### src/hw/qspi_pkg.sv
package qspi_pkg;

    // serial clock divider, system cycles per half sck period (1 to 8)
    localparam int SCK_HALF = 2;
    localparam int DIV_W    = 3;

    localparam int BYTE_W = 8;
    localparam int ADDR_W = 24;
    localparam int LEN_W  = 8;
    localparam int IO_W   = 4;

    typedef logic [BYTE_W-1:0] byte_t;
    typedef logic [ADDR_W-1:0] addr_t;
    typedef logic [LEN_W-1:0]  len_t;   // bytes per read, at least 1
    typedef logic [IO_W-1:0]   io_t;    // io3..io0
    typedef logic [DIV_W-1:0]  div_t;

    // flash opcodes
    localparam byte_t OP_READ      = 8'h03;
    localparam byte_t OP_QUAD_READ = 8'h6B;
    localparam byte_t DUMMY_BYTE   = 8'h00;

    // pin bundle from the top level towards the flash
    typedef struct packed {
        logic sck;
        logic cs_n;
        io_t  io_out;
        io_t  io_oe;
    } qspi_pins_t;

endpackage

### src/hw/qspi_byte_engine.sv
`timescale 1ns/1ps

module qspi_byte_engine
    import qspi_pkg::*;
(
    input  logic  clk_i,
    input  logic  rst_i,
    input  logic  start_i,
    input  logic  quad_i,
    input  byte_t tx_byte_i,
    input  io_t   io_in_i,
    output byte_t rx_byte_o,
    output logic  busy_o,
    output logic  done_o,
    output logic  sck_o,
    output io_t   io_out_o,
    output io_t   io_oe_o
);

    typedef enum logic [1:0] {
        S_IDLE,
        S_HIGH,
        S_LOW
    } state_t;

    state_t     state_q;
    div_t       div_q;
    logic [2:0] step_q;     // bit or nibble index
    logic       quad_q;
    logic       done_q;
    byte_t      tx_q;
    byte_t      rx_q;

    logic half_end;
    logic last_step;
    logic rise;
    logic fall;

    assign half_end  = (div_q == div_t'(SCK_HALF - 1));
    assign last_step = quad_q ? (step_q == 3'd1) : (step_q == 3'd7);
    assign rise      = (state_q == S_LOW) && half_end;
    assign fall      = (state_q == S_HIGH) && half_end;

    always_ff @(posedge clk_i) begin
        if (rst_i) begin
            state_q <= S_IDLE;
            div_q   <= '0;
            step_q  <= '0;
            quad_q  <= 1'b0;
            done_q  <= 1'b0;
        end else begin
            done_q <= 1'b0;
            case (state_q)
                S_IDLE: begin
                    if (start_i) begin
                        state_q <= S_LOW;   // sck low for the first half period
                        div_q   <= '0;
                        step_q  <= '0;
                        quad_q  <= quad_i;
                    end
                end
                S_LOW: begin
                    if (half_end) begin
                        state_q <= S_HIGH;
                        div_q   <= '0;
                    end else begin
                        div_q <= div_q + 1'b1;
                    end
                end
                S_HIGH: begin
                    if (half_end) begin
                        div_q <= '0;
                        if (last_step) begin
                            state_q <= S_IDLE;
                            done_q  <= 1'b1;
                        end else begin
                            state_q <= S_LOW;
                            step_q  <= step_q + 1'b1;
                        end
                    end else begin
                        div_q <= div_q + 1'b1;
                    end
                end
                default: state_q <= S_IDLE;
            endcase
        end
    end

    // shift registers
    always_ff @(posedge clk_i) begin
        if (state_q == S_IDLE && start_i) begin
            tx_q <= tx_byte_i;
        end else if (fall) begin
            tx_q <= {tx_q[6:0], 1'b0};  // next bit out on falling sck
        end
        if (rise) begin
            if (quad_q) begin
                rx_q <= {rx_q[3:0], io_in_i};   // high nibble arrives first
            end else begin
                rx_q <= {rx_q[6:0], io_in_i[1]};
            end
        end
    end

    assign sck_o     = (state_q == S_HIGH);
    assign busy_o    = start_i | (state_q != S_IDLE);
    assign done_o    = done_q;
    assign rx_byte_o = rx_q;

    // wp# and hold# held high in single mode, all lines released for quad input
    assign io_out_o = {2'b11, 1'b0, tx_q[7]};
    assign io_oe_o  = (state_q != S_IDLE && !quad_q) ? 4'b1101 : 4'b0000;

    a_no_start_while_busy: assert property (
        @(posedge clk_i) disable iff (rst_i)
        start_i |-> (state_q == S_IDLE)
    );

    // sck parked low out of idle, first rise one half period later
    a_sck_low_from_idle: assert property (
        @(posedge clk_i) disable iff (rst_i)
        start_i |=> !sck_o ##SCK_HALF sck_o
    );

endmodule

### src/hw/flash_read_ctrl.sv
`timescale 1ns/1ps

module flash_read_ctrl
    import qspi_pkg::*;
(
    input  logic  clk_i,
    input  logic  rst_i,
    input  logic  req_i,
    input  logic  quad_i,
    input  addr_t addr_i,
    input  len_t  len_i,
    input  logic  eng_busy_i,
    input  logic  eng_done_i,
    input  byte_t eng_rx_i,
    output logic  eng_start_o,
    output logic  eng_quad_o,
    output byte_t eng_tx_o,
    output logic  cs_n_o,
    output byte_t rd_data_o,
    output logic  rd_valid_o,
    output logic  busy_o,
    output logic  done_o
);

    typedef enum logic [2:0] {
        S_IDLE,
        S_CMD,
        S_ADDR,
        S_DUMMY,
        S_DATA,
        S_CLOSE,
        S_DONE
    } state_t;

    state_t     state_q;
    logic       quad_q;
    addr_t      addr_q;     // shifted left as bytes go out
    len_t       rem_q;
    logic [1:0] addr_cnt_q;

    assign busy_o = (state_q != S_IDLE) | eng_busy_i;

    always_ff @(posedge clk_i) begin
        if (rst_i) begin
            state_q     <= S_IDLE;
            cs_n_o      <= 1'b1;
            eng_start_o <= 1'b0;
            eng_quad_o  <= 1'b0;
            rd_valid_o  <= 1'b0;
            done_o      <= 1'b0;
        end else begin
            eng_start_o <= 1'b0;
            rd_valid_o  <= 1'b0;
            done_o      <= 1'b0;
            case (state_q)
                S_IDLE: begin
                    if (req_i && !busy_o) begin
                        quad_q      <= quad_i;
                        addr_q      <= addr_i;
                        rem_q       <= len_i;
                        addr_cnt_q  <= '0;
                        cs_n_o      <= 1'b0;
                        eng_start_o <= 1'b1;
                        eng_quad_o  <= 1'b0;
                        eng_tx_o    <= quad_i ? OP_QUAD_READ : OP_READ;
                        state_q     <= S_CMD;
                    end
                end
                S_CMD, S_ADDR: begin
                    if (eng_done_i) begin
                        eng_start_o <= 1'b1;
                        if (state_q == S_ADDR && addr_cnt_q == 2'd2) begin
                            eng_tx_o <= DUMMY_BYTE;
                            state_q  <= quad_q ? S_DUMMY : S_DATA;
                        end else begin
                            eng_tx_o <= addr_q[23:16];  // msb first
                            addr_q   <= {addr_q[15:0], 8'h00};
                            if (state_q == S_ADDR) begin
                                addr_cnt_q <= addr_cnt_q + 1'b1;
                            end
                            state_q <= S_ADDR;
                        end
                    end
                end
                S_DUMMY: begin
                    if (eng_done_i) begin
                        eng_start_o <= 1'b1;
                        eng_quad_o  <= 1'b1;    // data phase on all four lines
                        eng_tx_o    <= DUMMY_BYTE;
                        state_q     <= S_DATA;
                    end
                end
                S_DATA: begin
                    if (eng_done_i) begin
                        rd_data_o  <= eng_rx_i;
                        rd_valid_o <= 1'b1;
                        rem_q      <= rem_q - 1'b1;
                        if (rem_q == len_t'(1)) begin
                            state_q <= S_CLOSE;
                        end else begin
                            eng_start_o <= 1'b1;
                            eng_tx_o    <= DUMMY_BYTE;
                        end
                    end
                end
                S_CLOSE: begin
                    cs_n_o     <= 1'b1;
                    eng_quad_o <= 1'b0;
                    state_q    <= S_DONE;
                end
                S_DONE: begin
                    done_o  <= 1'b1;    // one cycle after cs_n rises
                    state_q <= S_IDLE;
                end
                default: state_q <= S_IDLE;
            endcase
        end
    end

    a_valid_inside_cs: assert property (
        @(posedge clk_i) disable iff (rst_i)
        rd_valid_o |-> !cs_n_o
    );

endmodule

### src/hw/qspi_flash_top.sv
`timescale 1ns/1ps

module qspi_flash_top
    import qspi_pkg::*;
(
    input  logic       clk_i,
    input  logic       rst_i,
    input  logic       req_i,
    input  logic       quad_i,
    input  addr_t      addr_i,
    input  len_t       len_i,
    input  io_t        io_in_i,
    output byte_t      rd_data_o,
    output logic       rd_valid_o,
    output logic       busy_o,
    output logic       done_o,
    output qspi_pins_t pins_o
);

    logic  eng_start;
    logic  eng_quad;
    byte_t eng_tx;
    byte_t eng_rx;
    logic  eng_busy;
    logic  eng_done;
    logic  sck;
    logic  cs_n;
    io_t   io_out;
    io_t   io_oe;

    flash_read_ctrl i_flash_read_ctrl (
        .clk_i       (clk_i),
        .rst_i       (rst_i),
        .req_i       (req_i),
        .quad_i      (quad_i),
        .addr_i      (addr_i),
        .len_i       (len_i),
        .eng_busy_i  (eng_busy),
        .eng_done_i  (eng_done),
        .eng_rx_i    (eng_rx),
        .eng_start_o (eng_start),
        .eng_quad_o  (eng_quad),
        .eng_tx_o    (eng_tx),
        .cs_n_o      (cs_n),
        .rd_data_o   (rd_data_o),
        .rd_valid_o  (rd_valid_o),
        .busy_o      (busy_o),
        .done_o      (done_o)
    );

    qspi_byte_engine i_qspi_byte_engine (
        .clk_i     (clk_i),
        .rst_i     (rst_i),
        .start_i   (eng_start),
        .quad_i    (eng_quad),
        .tx_byte_i (eng_tx),
        .io_in_i   (io_in_i),
        .rx_byte_o (eng_rx),
        .busy_o    (eng_busy),
        .done_o    (eng_done),
        .sck_o     (sck),
        .io_out_o  (io_out),
        .io_oe_o   (io_oe)
    );

    assign pins_o.sck    = sck;
    assign pins_o.cs_n   = cs_n;
    assign pins_o.io_out = io_out;
    assign pins_o.io_oe  = io_oe;

endmodule

### config.mk
export PLATFORM = sky130hd
export DESIGN_NAME = qspi_flash_top
export DESIGN_NICKNAME = d
export VERILOG_FILES = /design/src/hw/qspi_pkg.sv /design/src/hw/qspi_byte_engine.sv /design/src/hw/flash_read_ctrl.sv /design/src/hw/qspi_flash_top.sv
export SDC_FILE = /design/constraint.sdc
export NUM_CORES = 1
export LEC_CHECK = 0
export ABC_AREA = 1
export BUFFER_PORTS_ARGS = -buffer_cell sky130_fd_sc_hd__buf_2
export CAP_MARGIN = 20
export CORE_MARGIN = 2
export CORE_UTILIZATION = 59
export CTS_BUF_LIST = sky130_fd_sc_hd__clkbuf_4
export DETAILED_ROUTE_END_ITERATION = 10
export GPL_TIMING_DRIVEN = 0
export PLACE_DENSITY_LB_ADDON = 0.08
export RECOVER_POWER = 100
export SYNTH_ARGS = -nofsm -noshare
export SYNTH_HDL_FRONTEND = slang
export SYNTH_HIERARCHICAL = 1
export SYNTH_SLANG_ARGS = --single-unit
### constraint.sdc
create_clock -name clk_i -period 3 [get_ports clk_i]
set_clock_uncertainty 0.05 [all_clocks]
set_input_delay 0.15 -clock clk_i [delete_from_list [all_inputs] [get_ports clk_i]]
set_output_delay 0.15 -clock clk_i [all_outputs]
set_load 0.05 [all_outputs]
### Word-level counts from Yosys, hierarchy flattened

Index checks and enable logic that the tools add are counted.

* $add $sub $neg: 4
* multiply operators: 0
* divide/modulo/power cells: 0
* magnitude comparators: 0
* equality and inequality tests: 25
* shift operators: 0
* mux-type cells: 55
* bitwise operators: 6
* reduce and logical (&&, ||, !) cells: 38

Operators with widths (number)
* 8-bit two-way mux: 11
* 24-bit two-way mux: 3
* 24-bit case mux with 2 select lines: 1
* 3-bit two-way mux: 11
* 8-bit case mux with 4 select lines: 1
* 2-bit two-way mux: 8
* 8-bit case mux with 2 select lines: 1
* 3-bit case mux with 5 select lines: 1
* 2-bit by 1-bit inequality test with 1-bit output, second input constant: 7
* 2-bit nonzero test: 7
* 3-bit equality test, second input constant: 4
* 3-bit case mux with 2 select lines: 2
* 3-bit AND reduction: 4
* 2-bit inequality test, second input constant: 5
* 5-bit AND reduction: 2
* 3-bit by 1-bit equality test with 1-bit output, second input constant: 3
* 1-bit two-way mux: 9
* 8-bit by 1-bit equality test with 1-bit output, second input constant: 1
* 4-bit AND reduction: 2
* 8-bit by 1-bit subtractor with 8-bit output, second input constant: 1
* 7-bit two-way mux: 1
* 7-bit AND reduction: 1
* 3-bit by 1-bit adder with 3-bit output, second input constant: 2
* 3-bit by 2-bit equality test with 1-bit output, second input constant: 2
* 20 further kinds: 38

* bits in registers: 85
* bits in latches: 0
* memory bits (writable): 0
* bits in read-only memories: 0
* input bits: 40
* output and inout port bits: 21
* logic and storage cells: 147
* memories kept: 0

### Longest topological paths before layout

Gate-level depths: netlist of the first run.

* word-level depth: 7
* depth in mapped cells: 11
* gate-level depth less buffers: 11

### By module

The synthesis of the first run kept the hierarchy.

Modules (own cells, without submodules)
* flash_read_ctrl: times used 1, cells each 281, area an instance 2805.2 µm², sequential area each 1691.6 µm²
* qspi_byte_engine: times used 1, cells each 157, area an instance 1355.0 µm², sequential area each 680.7 µm²
* qspi_flash_top: times used 1, cells each 2, area an instance 15.0 µm², sequential area each 0.0 µm²

### Worst setup path before layout of the first run

Ideal clock, no wire load.

* path kind: register to register
* from: register i_qspi_byte_engine.state_q[0]
* to: register i_flash_read_ctrl.addr_q[0], enable pin
* setup time: 405 ps
* arrival: 2266 ps
* required time: 2545 ps
* path slack: 280 ps
* stages on the path, launching flop included: 9
* buffers on the path: 0
* period minus slack after synthesis: 2720 ps
* cells stage by stage: dfxtp_1 -> inv_1 -> ha_1 -> inv_2 -> nor2_4 -> inv_2 -> o211ai_2 -> o21ai_0 -> nor2_1

* cells in the longest elaborated chain, start to end: 7

Ends and longest elaborated chain
* start, declared: line qspi_byte_engine.sv:26 `state_t state_q;`
* start signal, assigned: line qspi_byte_engine.sv:46 `state_q <= S_IDLE;`
* start signal, assigned: line qspi_byte_engine.sv:56 `state_q <= S_LOW;`
* start signal, assigned: line qspi_byte_engine.sv:64 `state_q <= S_HIGH;`
* 2-bit nonzero test: line qspi_byte_engine.sv:106 `assign busy_o = start_i | (state_q != S_IDLE);`
* 1-bit OR: line qspi_byte_engine.sv:106
* via eng_busy: line qspi_flash_top.sv:24 `logic eng_busy;`
* 1-bit OR: line flash_read_ctrl.sv:41 `assign busy_o = (state_q != S_IDLE) | eng_busy_i;`
* 1-bit zero test: line flash_read_ctrl.sv:57 `if (req_i && !busy_o) begin`
* 1-bit logical AND: line flash_read_ctrl.sv:57
* 2-bit by 1-bit inequality test with 1-bit output (no line)
* 5-bit AND reduction (no line)
* end signal, assigned: line flash_read_ctrl.sv:59 `addr_q <= addr_i;`
* end signal, assigned: line flash_read_ctrl.sv:77 `addr_q <= {addr_q[15:0], 8'h00};`
* end, declared: line flash_read_ctrl.sv:37 `addr_t addr_q;`

The timed path passes the listed nets, and every way through them passes these cells.
A chain may end at the register's enable or synchronous reset.

### Worst setup path in the final report of the first run

* from: register i_qspi_byte_engine.state_q[1]
* to: register i_flash_read_ctrl.eng_tx_o[2], enable pin

* cells in the longest elaborated chain, start to end: 7

Ends and longest elaborated chain
* 2-bit nonzero test: line qspi_byte_engine.sv:106
* 1-bit OR: line qspi_byte_engine.sv:106
* via eng_busy: line qspi_flash_top.sv:24
* 1-bit OR: line flash_read_ctrl.sv:41
* 1-bit zero test: line flash_read_ctrl.sv:57
* 1-bit logical AND: line flash_read_ctrl.sv:57
* 2-bit by 1-bit inequality test with 1-bit output (no line)
* 7-bit AND reduction (no line)
* end signal, assigned: line flash_read_ctrl.sv:65 `eng_tx_o <= quad_i ? OP_QUAD_READ : OP_READ;`
* end signal, assigned: line flash_read_ctrl.sv:76 `eng_tx_o <= addr_q[23:16];`
* end, declared: line flash_read_ctrl.sv:17 `output byte_t eng_tx_o,`

The timed path passes the listed nets, and every way through them passes these cells.

==> flow_results.org, run 1 <==
** Layout
- The net count of the finished layout is 598.
- Final std cells w/o fill :: 651
- The finished cells cover 5030 µm².
- 0 antenna diodes ended up in the layout.
- From synthesis to final layout, the design area changed by 20.6%.
- Proportion of layout cells with a drive suffix above 1 :: 17.3%
- Cells fill 73.7% of the core in the end.

** Min path
- Hold Crit Class :: in2reg
- Hold Path Origin :: req_i

** Critical path
- Worst Path Required :: 3.03 ns
- The most critical setup path has its startpoint at i_qspi_byte_engine/state_q[1].
- STA classifies the critical path startpoint as a flip-flop.
- Data arrival time of the critical path :: 2.75 ns
- STA classifies the critical path endpoint as a flip-flop.
- The startpoint identified for the worst register-to-register timing path is i_qspi_byte_engine/state_q[1].
- Of all nets on the critical path, the largest fanout is 8.
- The worst setup path is of the reg2reg kind.

** Timing
- Worst rel slew slack :: 30.7%
- Final hold analysis gives a worst-case slack of 0.0280 ns.
- Post-Route Setup TNS :: 0 ns
- RSZ-0062 raised after global routing :: false
- At the pin with the least slew margin, the transition time is 1.03 ns.
- The count of pins over their slew limit came to 0.
- Shortest period the worst path allows :: 2.72 ns
- Hold Violations, Final :: 0
- Setup violations remaining at the end of the flow were counted as 0.
- The worst path uses 90.6% of the clock period.
- Based on the critical path, the design can be clocked at up to 368 MHz.

** Yosys
- Yosys reg bits :: 85
- Yosys mapped a number of flops with a built-in enable equal to 67.
- Largest area contributor in the netlist :: edfxtp_1
- Summed over its instances, the top area cell type makes up 48.2% of the synthesized netlist area.
- In the synthesized netlist the dominant register cell turns out to be edfxtp_1.
- Top area cells in the synthesized netlist :: edfxtp_1 (48%), nand2_1 (13%), dfxtp_1 (8.6%), nor2_1 (3.8%), inv_1 (3.4%)
- Proportion of register bits with asynchronous set or reset after synthesis :: 0%
- Ranking of synthesized cells by instance count :: nand2_1 (144), edfxtp_1 (67), nor2_1 (42), inv_1 (38)
- Most frequent cell after synthesis :: nand2_1
- Number of warnings printed during yosys synthesis :: 6
- In the synthesized netlist, the number of instances is 440.
- Count of different cell masters after synthesis :: 39
- Portion of the post-synthesis area used by sequential elements :: 56.8%
- In this run the mean area of a mapped cell was 9.49 µm².
- Combined area of all synthesized cells :: 4180 µm²

** Clocking
- Clock sinks :: 85
- Clock Latency Late Sink :: 0.44 ns
- H-Tree Depth :: 3
- Gates resized during post-CTS repair numbered 0.
- The cell sitting at the root of the clock tree is a clkbuf_4.
- The clock passes through at most 2 buffers.
- After clock tree synthesis, the clock-pin slew on the worst setup and hold paths is 0.15 ns.
- TritonCTS clock tree :: done
- Counting the buffers created by CTS gives 9.

** Power and ir drop
- For this design the ratio of total power to cell area is 815 nW/µm².
- Leakage :: 2.21 nW
- IR drop worst, VDD :: 582 µV

** Routing
- Wire length reported by the detailed router :: 8010 µm
- DRC violation count after routing :: 0
- After detailed routing, the number of vias per cell comes to 4.82.
- Routed vias :: 3140
- Number of search-and-repair iterations in the first detailed-routing pass :: 4
- In the final routed layout, each cell accounts on average for 12.3 µm.
- Final antenna-violating net count :: 0
- Initial DRC Count :: 133

** Job
- Across the run, the number of max-cap violations was 0.

** Global route
- Initial antenna violation count :: 0
- The total overflow left after global routing is 0.
- Total routing resource utilization after global routing :: 22.0%
- First-pass GRT wire length :: 12900 µm
- Maximum number of pins on one net before global-route repair :: 18
- The number of global-route vias before repair came to 2979.

** Placed design
- IO Port Bufs :: 56
- Routability-driven placement congestion ratio :: 0.867
- Detailed placer's ending HPWL :: 5300 µm
- The placed instances occupy a cell area of 4610 µm².
- The number of placed instances, taps included, is 596.

** Die
- For this configuration, the core starts out at a cell density of 61.1%.
- Floorplan die width :: 88.1 µm
- Total core area :: 6830 µm²
- Top Ports :: 61
- The floorplan step defined a die boundary enclosing 7770 µm².
- Floorplan row count :: 30
- In this run the vertical extent of the chip is 88.1 µm.

** Status
- Status :: complete, no violations
## cell usage in the layout, fill, tap and decap left out, types with 6 or more instances in the layout
cell type,n
a21oi_1,11
buf_2,38
buf_4,10
clkbuf_1,26
clkbuf_4,9
dfxtp_1,18
dlygate4sd3_1,38
edfxtp_1,67
ha_1,8
inv_1,40
nand2_1,151
nand3_1,20
nor2_1,41
nor2_2,6
nor3_1,8
o21ai_0,15
## logic make-up after synthesis
group           after synthesis  share of synthesized area, %
simple gates                244                          27.1
flops                        85                          56.8
buf+inv                      66                          8.21
compound gates               31                          4.44
fa+ha+maj                     8                          2.40
xor+xnor                      4                         0.839
other cells                   2                         0.180
## layout make-up
class | count | area (µm²)
fillers | 512 | 1800
clock inverters | 7 | 86.3
repair buffers | 97 | 662
clock buffers | 9 | 67.6
plain buffers | 19 | 124
multi-input cells | 291 | 1410
well taps | 96 | 120
inverters | 47 | 195
flip-flops and latches | 85 | 2370
## sequential cells by signal, summed over array words and instances (netlist names), 3 cells and up
name / count
i_flash_read_ctrl/eng_tx_o: 8
i_flash_read_ctrl/state_q: 3
i_flash_read_ctrl/addr_q: 24
i_flash_read_ctrl/rd_data_o: 8
i_qspi_byte_engine/rx_byte_o: 8
i_flash_read_ctrl/rem_q: 8
i_qspi_byte_engine/tx_q: 8
i_qspi_byte_engine/div_q: 3
i_qspi_byte_engine/step_q: 3
## worst paths after layout
kind | to | slack [ns] | cells past startpoint
setup reg to reg | i_flash_read_ctrl/eng_tx_o[2] | 0.28 | 8
hold reg to reg | i_flash_read_ctrl/rd_data_o[7] | 0.40 | 0
setup / recovery | i_flash_read_ctrl/eng_tx_o[2] | 0.28 | 8
hold / removal | i_flash_read_ctrl/eng_quad_o | 0.03 | 4
## critical path: stages, from the launching register on
cell	delay, ns
dfxtp_1	0.36
inv_1	0.10
ha_1	0.25
inv_1	0.11
nor2_4	0.10
inv_2	0.07
o211ai_2	0.27
nand3_1	0.19
nor3_1	0.86
## power breakdown
part | switching (mW) | internal [mW]
Combinational | 1.10 | 0.504
Sequential | 0.104 | 1.69
Clock | 0.426 | 0.274
## stage by stage
stage / total power [mW] / setup WS (ns)
global route: 4.40 / 0.0906
floorplan: 3.11 / 0.280
global placement: 3.40 / -0.214
finish: 4.10 / 0.281
detailed placement: 3.47 / 0.277
CTS: 4.22 / 0.259
## what timing repair did
item	in CTS	in global routing
buffers inserted	0	0
endpoints found under the hold margin	40	0
hold buffers	38	0
## layer usage
metal / part of all wire, % / routed length, µm / vias to the layer above / track usage, %
met5: 0 / 0 / - / 0
met3: 4.9 / 389 / 15 / 3.77
met1: 44 / 3520 / 1409 / 27.0
met2: 49 / 3940 / 92 / 37.9
met4: 1.9 / 153 / 0 / 10.1
li1: - / - / 1624 / -
No activity file was read; power rests on OpenSTA's default activity.
==> run 2: changes to the inputs <==
Settings changed: ABC_AREA 1 to unset.
==> run 2 against run 1 <==
Compared with the run above:
- combinational power shrank 47%
- count of clock-buffer cells in the layout stayed put
- first-iteration DRC count is 35% lower
- via count decreased by 9.9%
- cell count down 21%
- global-route usage shrank 0.056 points
- sequential cell count unchanged
- fmax shrank 3.1%
- register-to-register slack lost 0.09 ns
==> flow_results.org, run 2 <==
** Status
- Status: complete, no violations (unchanged).

** Global route
- Most Crowded Layer GR :: met2 (unchanged)
- Total routing resource utilization after global routing :: 21.9% (was 22.0%)
- Vias in the first global route :: 2764 (was 2979)
- Met3 routing resource usage after global routing :: 3.18% (was 3.77%)
- The total overflow reported by the global router came to 0 (unchanged).
- Maximum number of pins on one net before global-route repair :: 16 (was 18)
- The wire length of the first global-routing pass was 12600 µm (was 12900 µm).
- Met2 demand-to-capacity share in global routing :: 39.3% (was 37.9%)
- The initial antenna violation count is 0 (unchanged).
- Met1 GRT Util :: 26.7% (was 27.0%)

** Critical path
- Critical path cell sequence :: inv_1 -> ha_1 -> nor2b_2 -> inv_2 -> nand2b_1 -> or2_0 -> a311o_1 -> a21oi_4 (was inv_1 -> ha_1 -> inv_1 -> nor2_4 -> inv_2 -> o211ai_2 -> nand3_1 -> nor3_1)
- The data required time at the worst endpoint is 3.06 ns (was 3.03 ns).
- Worst flop-to-flop path startpoint :: i_qspi_byte_engine/state_q[0] (was i_qspi_byte_engine/state_q[1])
- The kind of cell adding the most delay to the critical path is simple AND/OR/NAND/NOR gates (unchanged).
- Crit path launch type :: flip-flop (unchanged)
- Buffers and inverters on the worst path :: 2 (was 3)
- The critical path data arrival time was 2.87 ns (was 2.75 ns).
- Reg2reg path depth :: 8 (unchanged)
- The worst-path cell with the longest stage delay is a311o_1 (was nor3_1).
- The register-to-register setup slack was 0.20 ns (was 0.28 ns).
- Critical Path Sink Type :: flip-flop (unchanged)
- FF-to-FF End :: i_flash_read_ctrl/eng_tx_o[1] (was i_flash_read_ctrl/eng_tx_o[2])
- The maximum single-stage delay on the critical path came to 0.42 ns (was 0.86 ns).
- Max FO, Critical Path :: 8 (unchanged)
- The classification of the worst setup path is reg2reg (unchanged).

** Yosys
- Ranking of synthesized cells by instance count: edfxtp_1 (67), nand2_1 (23), dfxtp_1 (18), mux2_2 (16), o21ai_0 (16) (was nand2_1 (144), edfxtp_1 (67), nor2_1 (42), inv_1 (38)).
- Number of standard cells after synthesis :: 325 (was 440)
- Count of different cell masters after synthesis :: 57 (was 39)
- Top area cells in the synthesized netlist: edfxtp_1 (51%), dfxtp_1 (9.1%), mux2_2 (4.5%), mux2_1 (4.3%), ha_1 (2.5%) (was edfxtp_1 (48%), nand2_1 (13%), dfxtp_1 (8.6%), nor2_1 (3.8%), inv_1 (3.4%)).
- The cell type contributing the most total cell area after synthesis was edfxtp_1 (unchanged).
- The number of synthesized flops with an enable pin is 67 (unchanged).
- Portion of the post-synthesis area used by sequential elements :: 59.8% (was 56.8%)
- Combined area of all synthesized cells :: 3970 µm² (was 4180 µm²)
- The count of synthesis-stage warnings from yosys came to 6 (unchanged).
- The most common cell in the netlist is edfxtp_1 (was nand2_1).
- The number of register bits inferred by synthesis was 85 (unchanged).
- The synthesized area divided by synthesized cell count was 12.2 µm² (was 9.49 µm²).
- The proportion of netlist area held by the largest area contributor came to 50.7% (was 48.2%).
- The async set or reset register ratio after synthesis is 0% (unchanged).
- Ys flop type :: edfxtp_1 (unchanged)

** Die
- Floorplan die width :: 86.0 µm (was 88.1 µm)
- Total core area :: 6420 µm² (was 6830 µm²)
- The effective utilization at floorplan was 61.8% (was 61.1%).
- The I/O pin count is 61 (unchanged).
- The standard-cell row count was 29 (was 30).
- The area of the die is 7400 µm² (was 7770 µm²).
- The chip height was 86.0 µm (was 88.1 µm).

** Clocking
- H-Tree Depth :: 3 (unchanged)
- The clock slew seen by the registers of the worst setup and hold paths was 0.15 ns (about the same).
- Library cell used as clock root buffer :: clkbuf_4 (unchanged)
- Clock Latency Late Sink :: 0.43 ns (was 0.44 ns)
- The clock tree buffer depth was 2 (unchanged).
- Number of clock buffers inserted by TritonCTS :: 9 (unchanged)
- The clock tree from TritonCTS was done (unchanged).
- The TritonCTS sink count was 85 (unchanged).

** Timing
- Share of the clock period used by the worst path after layout :: 93.5% (was 90.6%)
- The count of pins over their slew limit was 0 (unchanged).
- Finish-stage setup viols :: 0 (unchanged)
- The worst slew margin relative to its limit is 26.4% (was 30.7%).
- Hold Violations, Final :: 0 (unchanged)
- RSZ-0062 raised after global routing: false (unchanged).
- The clock period minus worst slack was 2.80 ns (was 2.72 ns).
- The maximum clock frequency is 357 MHz (was 368 MHz).
- Transition time at the pin with the least slew margin :: 1.09 ns (was 1.03 ns)

** Layout
- Area growth syn-to-layout :: 22.7% (was 20.6%)
- Proportion of layout cells with a drive suffix above 1 :: 20.5% (was 17.3%)
- The net count of the finished layout was 483 (was 598).
- Highest-count cells in the layout ignoring fill and taps: edfxtp_1 (67), buf_2 (38), dlygate4sd3_1 (37) (was nand2_1 (151), edfxtp_1 (67), nor2_1 (41)).
- The register with the highest flop count is i_flash_read_ctrl/addr_q (unchanged).
- The number of antenna cells inserted was 0 (unchanged).
- The most common cell after layout, fill and taps aside was edfxtp_1 (was nand2_1).
- Final core utilization :: 75.8% (was 73.7%)
- The number of inserted filler cells in the final layout came to 449 (was 512).
- The number of flip-flops in the largest register came to 24 (unchanged).
- Total area of multi-input combinational cells :: 1440 µm² (was 1410 µm²)
- Register area :: 2370 µm² (unchanged)

** Power and ir drop
- The total power divided by cell area came to 599 nW/µm² (was 815 nW/µm²).
- Sum of internal, switching and leakage power :: 2.92 mW (was 4.10 mW)
- The cell leakage power came to 1.77 nW (was 2.21 nW).
- IR drop worst, VDD :: 410 µV (was 582 µV)

** Job
- # Max-Cap Violations :: 0 (unchanged)

** Placed design
- IO Port Bufs :: 56 (unchanged)
- The last weighted congestion value of the routability-driven placer was 0.899 (was 0.867).
- The post-DP HPWL is 5090 µm (was 5300 µm).

** Routing
- Per-cell routed wire length :: 14.8 µm (was 12.3 µm)
- Wire length reported by the detailed router :: 7640 µm (was 8010 µm)
- The number of antenna-violating nets in the routed design was 0 (unchanged).
- DRC violation count after routing :: 0 (unchanged)
- Number of search-and-repair iterations in the first detailed-routing pass :: 4 (unchanged)
- Initial DRC Count :: 87 (was 133)
- The total number of vias came to 2830 (was 3140).
- The via density per instance is 5.47 (was 4.82).

** Min path
- Hold Path Origin :: rst_i (was req_i)
- Endpoint of the worst hold-timing path :: i_flash_read_ctrl/state_q[2] (was i_flash_read_ctrl/eng_quad_o)
- Hold Crit Depth :: 3 (was 4)
- Hold Crit Class :: in2reg (unchanged)
[run 2: cell count changes in the layout (fill, tap and decap cells not counted), moves of 7 or more]
cell	change
nand3_1	-15
nor2b_1	+12
nand2b_1	+7
nor2_1	-28
nand2_1	-128
inv_1	-29
mux2_2	+16
mux2_1	+15
[run 2: worst max path at each step]
| stage | startpoint | end | depth (start not counted) |
|---|---|---|---|
| 6_report | i_qspi_byte_engine/state_q[0] | i_flash_read_ctrl/eng_tx_o[1] | 8 |
| 5_1_grt | i_qspi_byte_engine/state_q[1] | i_flash_read_ctrl/rem_q[5] | 9 |
| 4_1_cts | i_qspi_byte_engine/state_q[0] | i_flash_read_ctrl/rem_q[5] | 8 |
| 3_5_place_dp | i_qspi_byte_engine/state_q[0] | i_flash_read_ctrl/eng_tx_o[6] | 8 |
| 3_3_place_gp | i_qspi_byte_engine/state_q[0] | i_flash_read_ctrl/addr_q[14] | 8 |
| 2_1_floorplan | i_qspi_byte_engine/state_q[1] | i_flash_read_ctrl/addr_q[0] | 8 |
[run 2: cells by family (layout without fill, tap and decap cells)]
logic type                 after synthesis  count (layout)  synth area share (%)
muxes                                   32              32                  9.05
buffers and inverters                   35             148                  4.45
and+or+nand+nor                         97              97                  13.2
xor gates and xnor gates                 5               5                  1.10
other                                    2               4                 0.189
AOI/OAI and AO/OA                       61              61                  9.65
adders and majority gates                8               8                  2.52
DFF                                     85              85                  59.8
[run 2: cell type report]
cell class | instances | share of cell area (%)
Buffer | 23 | 2.62
Clock buffer | 9 | 1.39
Clock inverter | 7 | 1.05
Inverter | 12 | 0.925
Multi-Input combinational cell | 207 | 29.6
Sequential cell | 85 | 48.7
Tap cell | 77 | 1.98
Timing Repair Buffer | 97 | 13.7
[run 2: worst reg2reg max path, stage by stage, from the launching register on]
cell      delay [ns]
dfxtp_1         0.37
inv_1           0.09
ha_1            0.30
nor2b_2         0.34
inv_2           0.13
nand2b_1        0.23
or2_0           0.28
a311o_1         0.42
a21oi_4         0.28
[run 2: per-stage QoR]
| stage | hold WS (ns) | TNS (ns) | area (µm²) | instances | setup WS (ns) |
|---|---|---|---|---|---|
| floorplan | 0.199 | 0 | 3980 | 327 | 0.0152 |
| global placement | 0.303 | -20.62 | 4360 | 460 | -0.774 |
| detailed placement | 0.301 | -4.41 | 4380 | 462 | -0.270 |
| CTS | 0.00393 | 0 | 4900 | 516 | 0.0339 |
| global route | 0.0130 | 0 | 4870 | 517 | 0.00885 |
| finish | 0.0174 | 0 | 4870 | 517 | 0.195 |
[run 2: what timing repair did]
item / CTS / global route
endpoints found under the hold margin: 36 / 0
gates resized for setup: 2 / 1
buffers inserted: 1 / 0
hold buffers: 37 / 0
endpoints found under the setup margin: 40 / 8
pin swaps: 1 / 0
[run 2: power breakdown]
| part | internal, mW | total [mW] | switching, mW | leakage, nW |
|---|---|---|---|---|
| combinational | 0.337 | 0.853 | 0.517 | 0.959 |
| sequential | 1.44 | 1.49 | 0.0491 | 0.759 |
| clock | 0.171 | 0.573 | 0.402 | 0.0522 |
| total | 1.95 | 2.92 | 0.968 | 1.77 |
[run 2: layer usage]
layer,routed length (µm),vias up
met5,0,-
li1,-,1398
met4,110,0
met1,3360,1341
met2,3820,80
met3,346,11
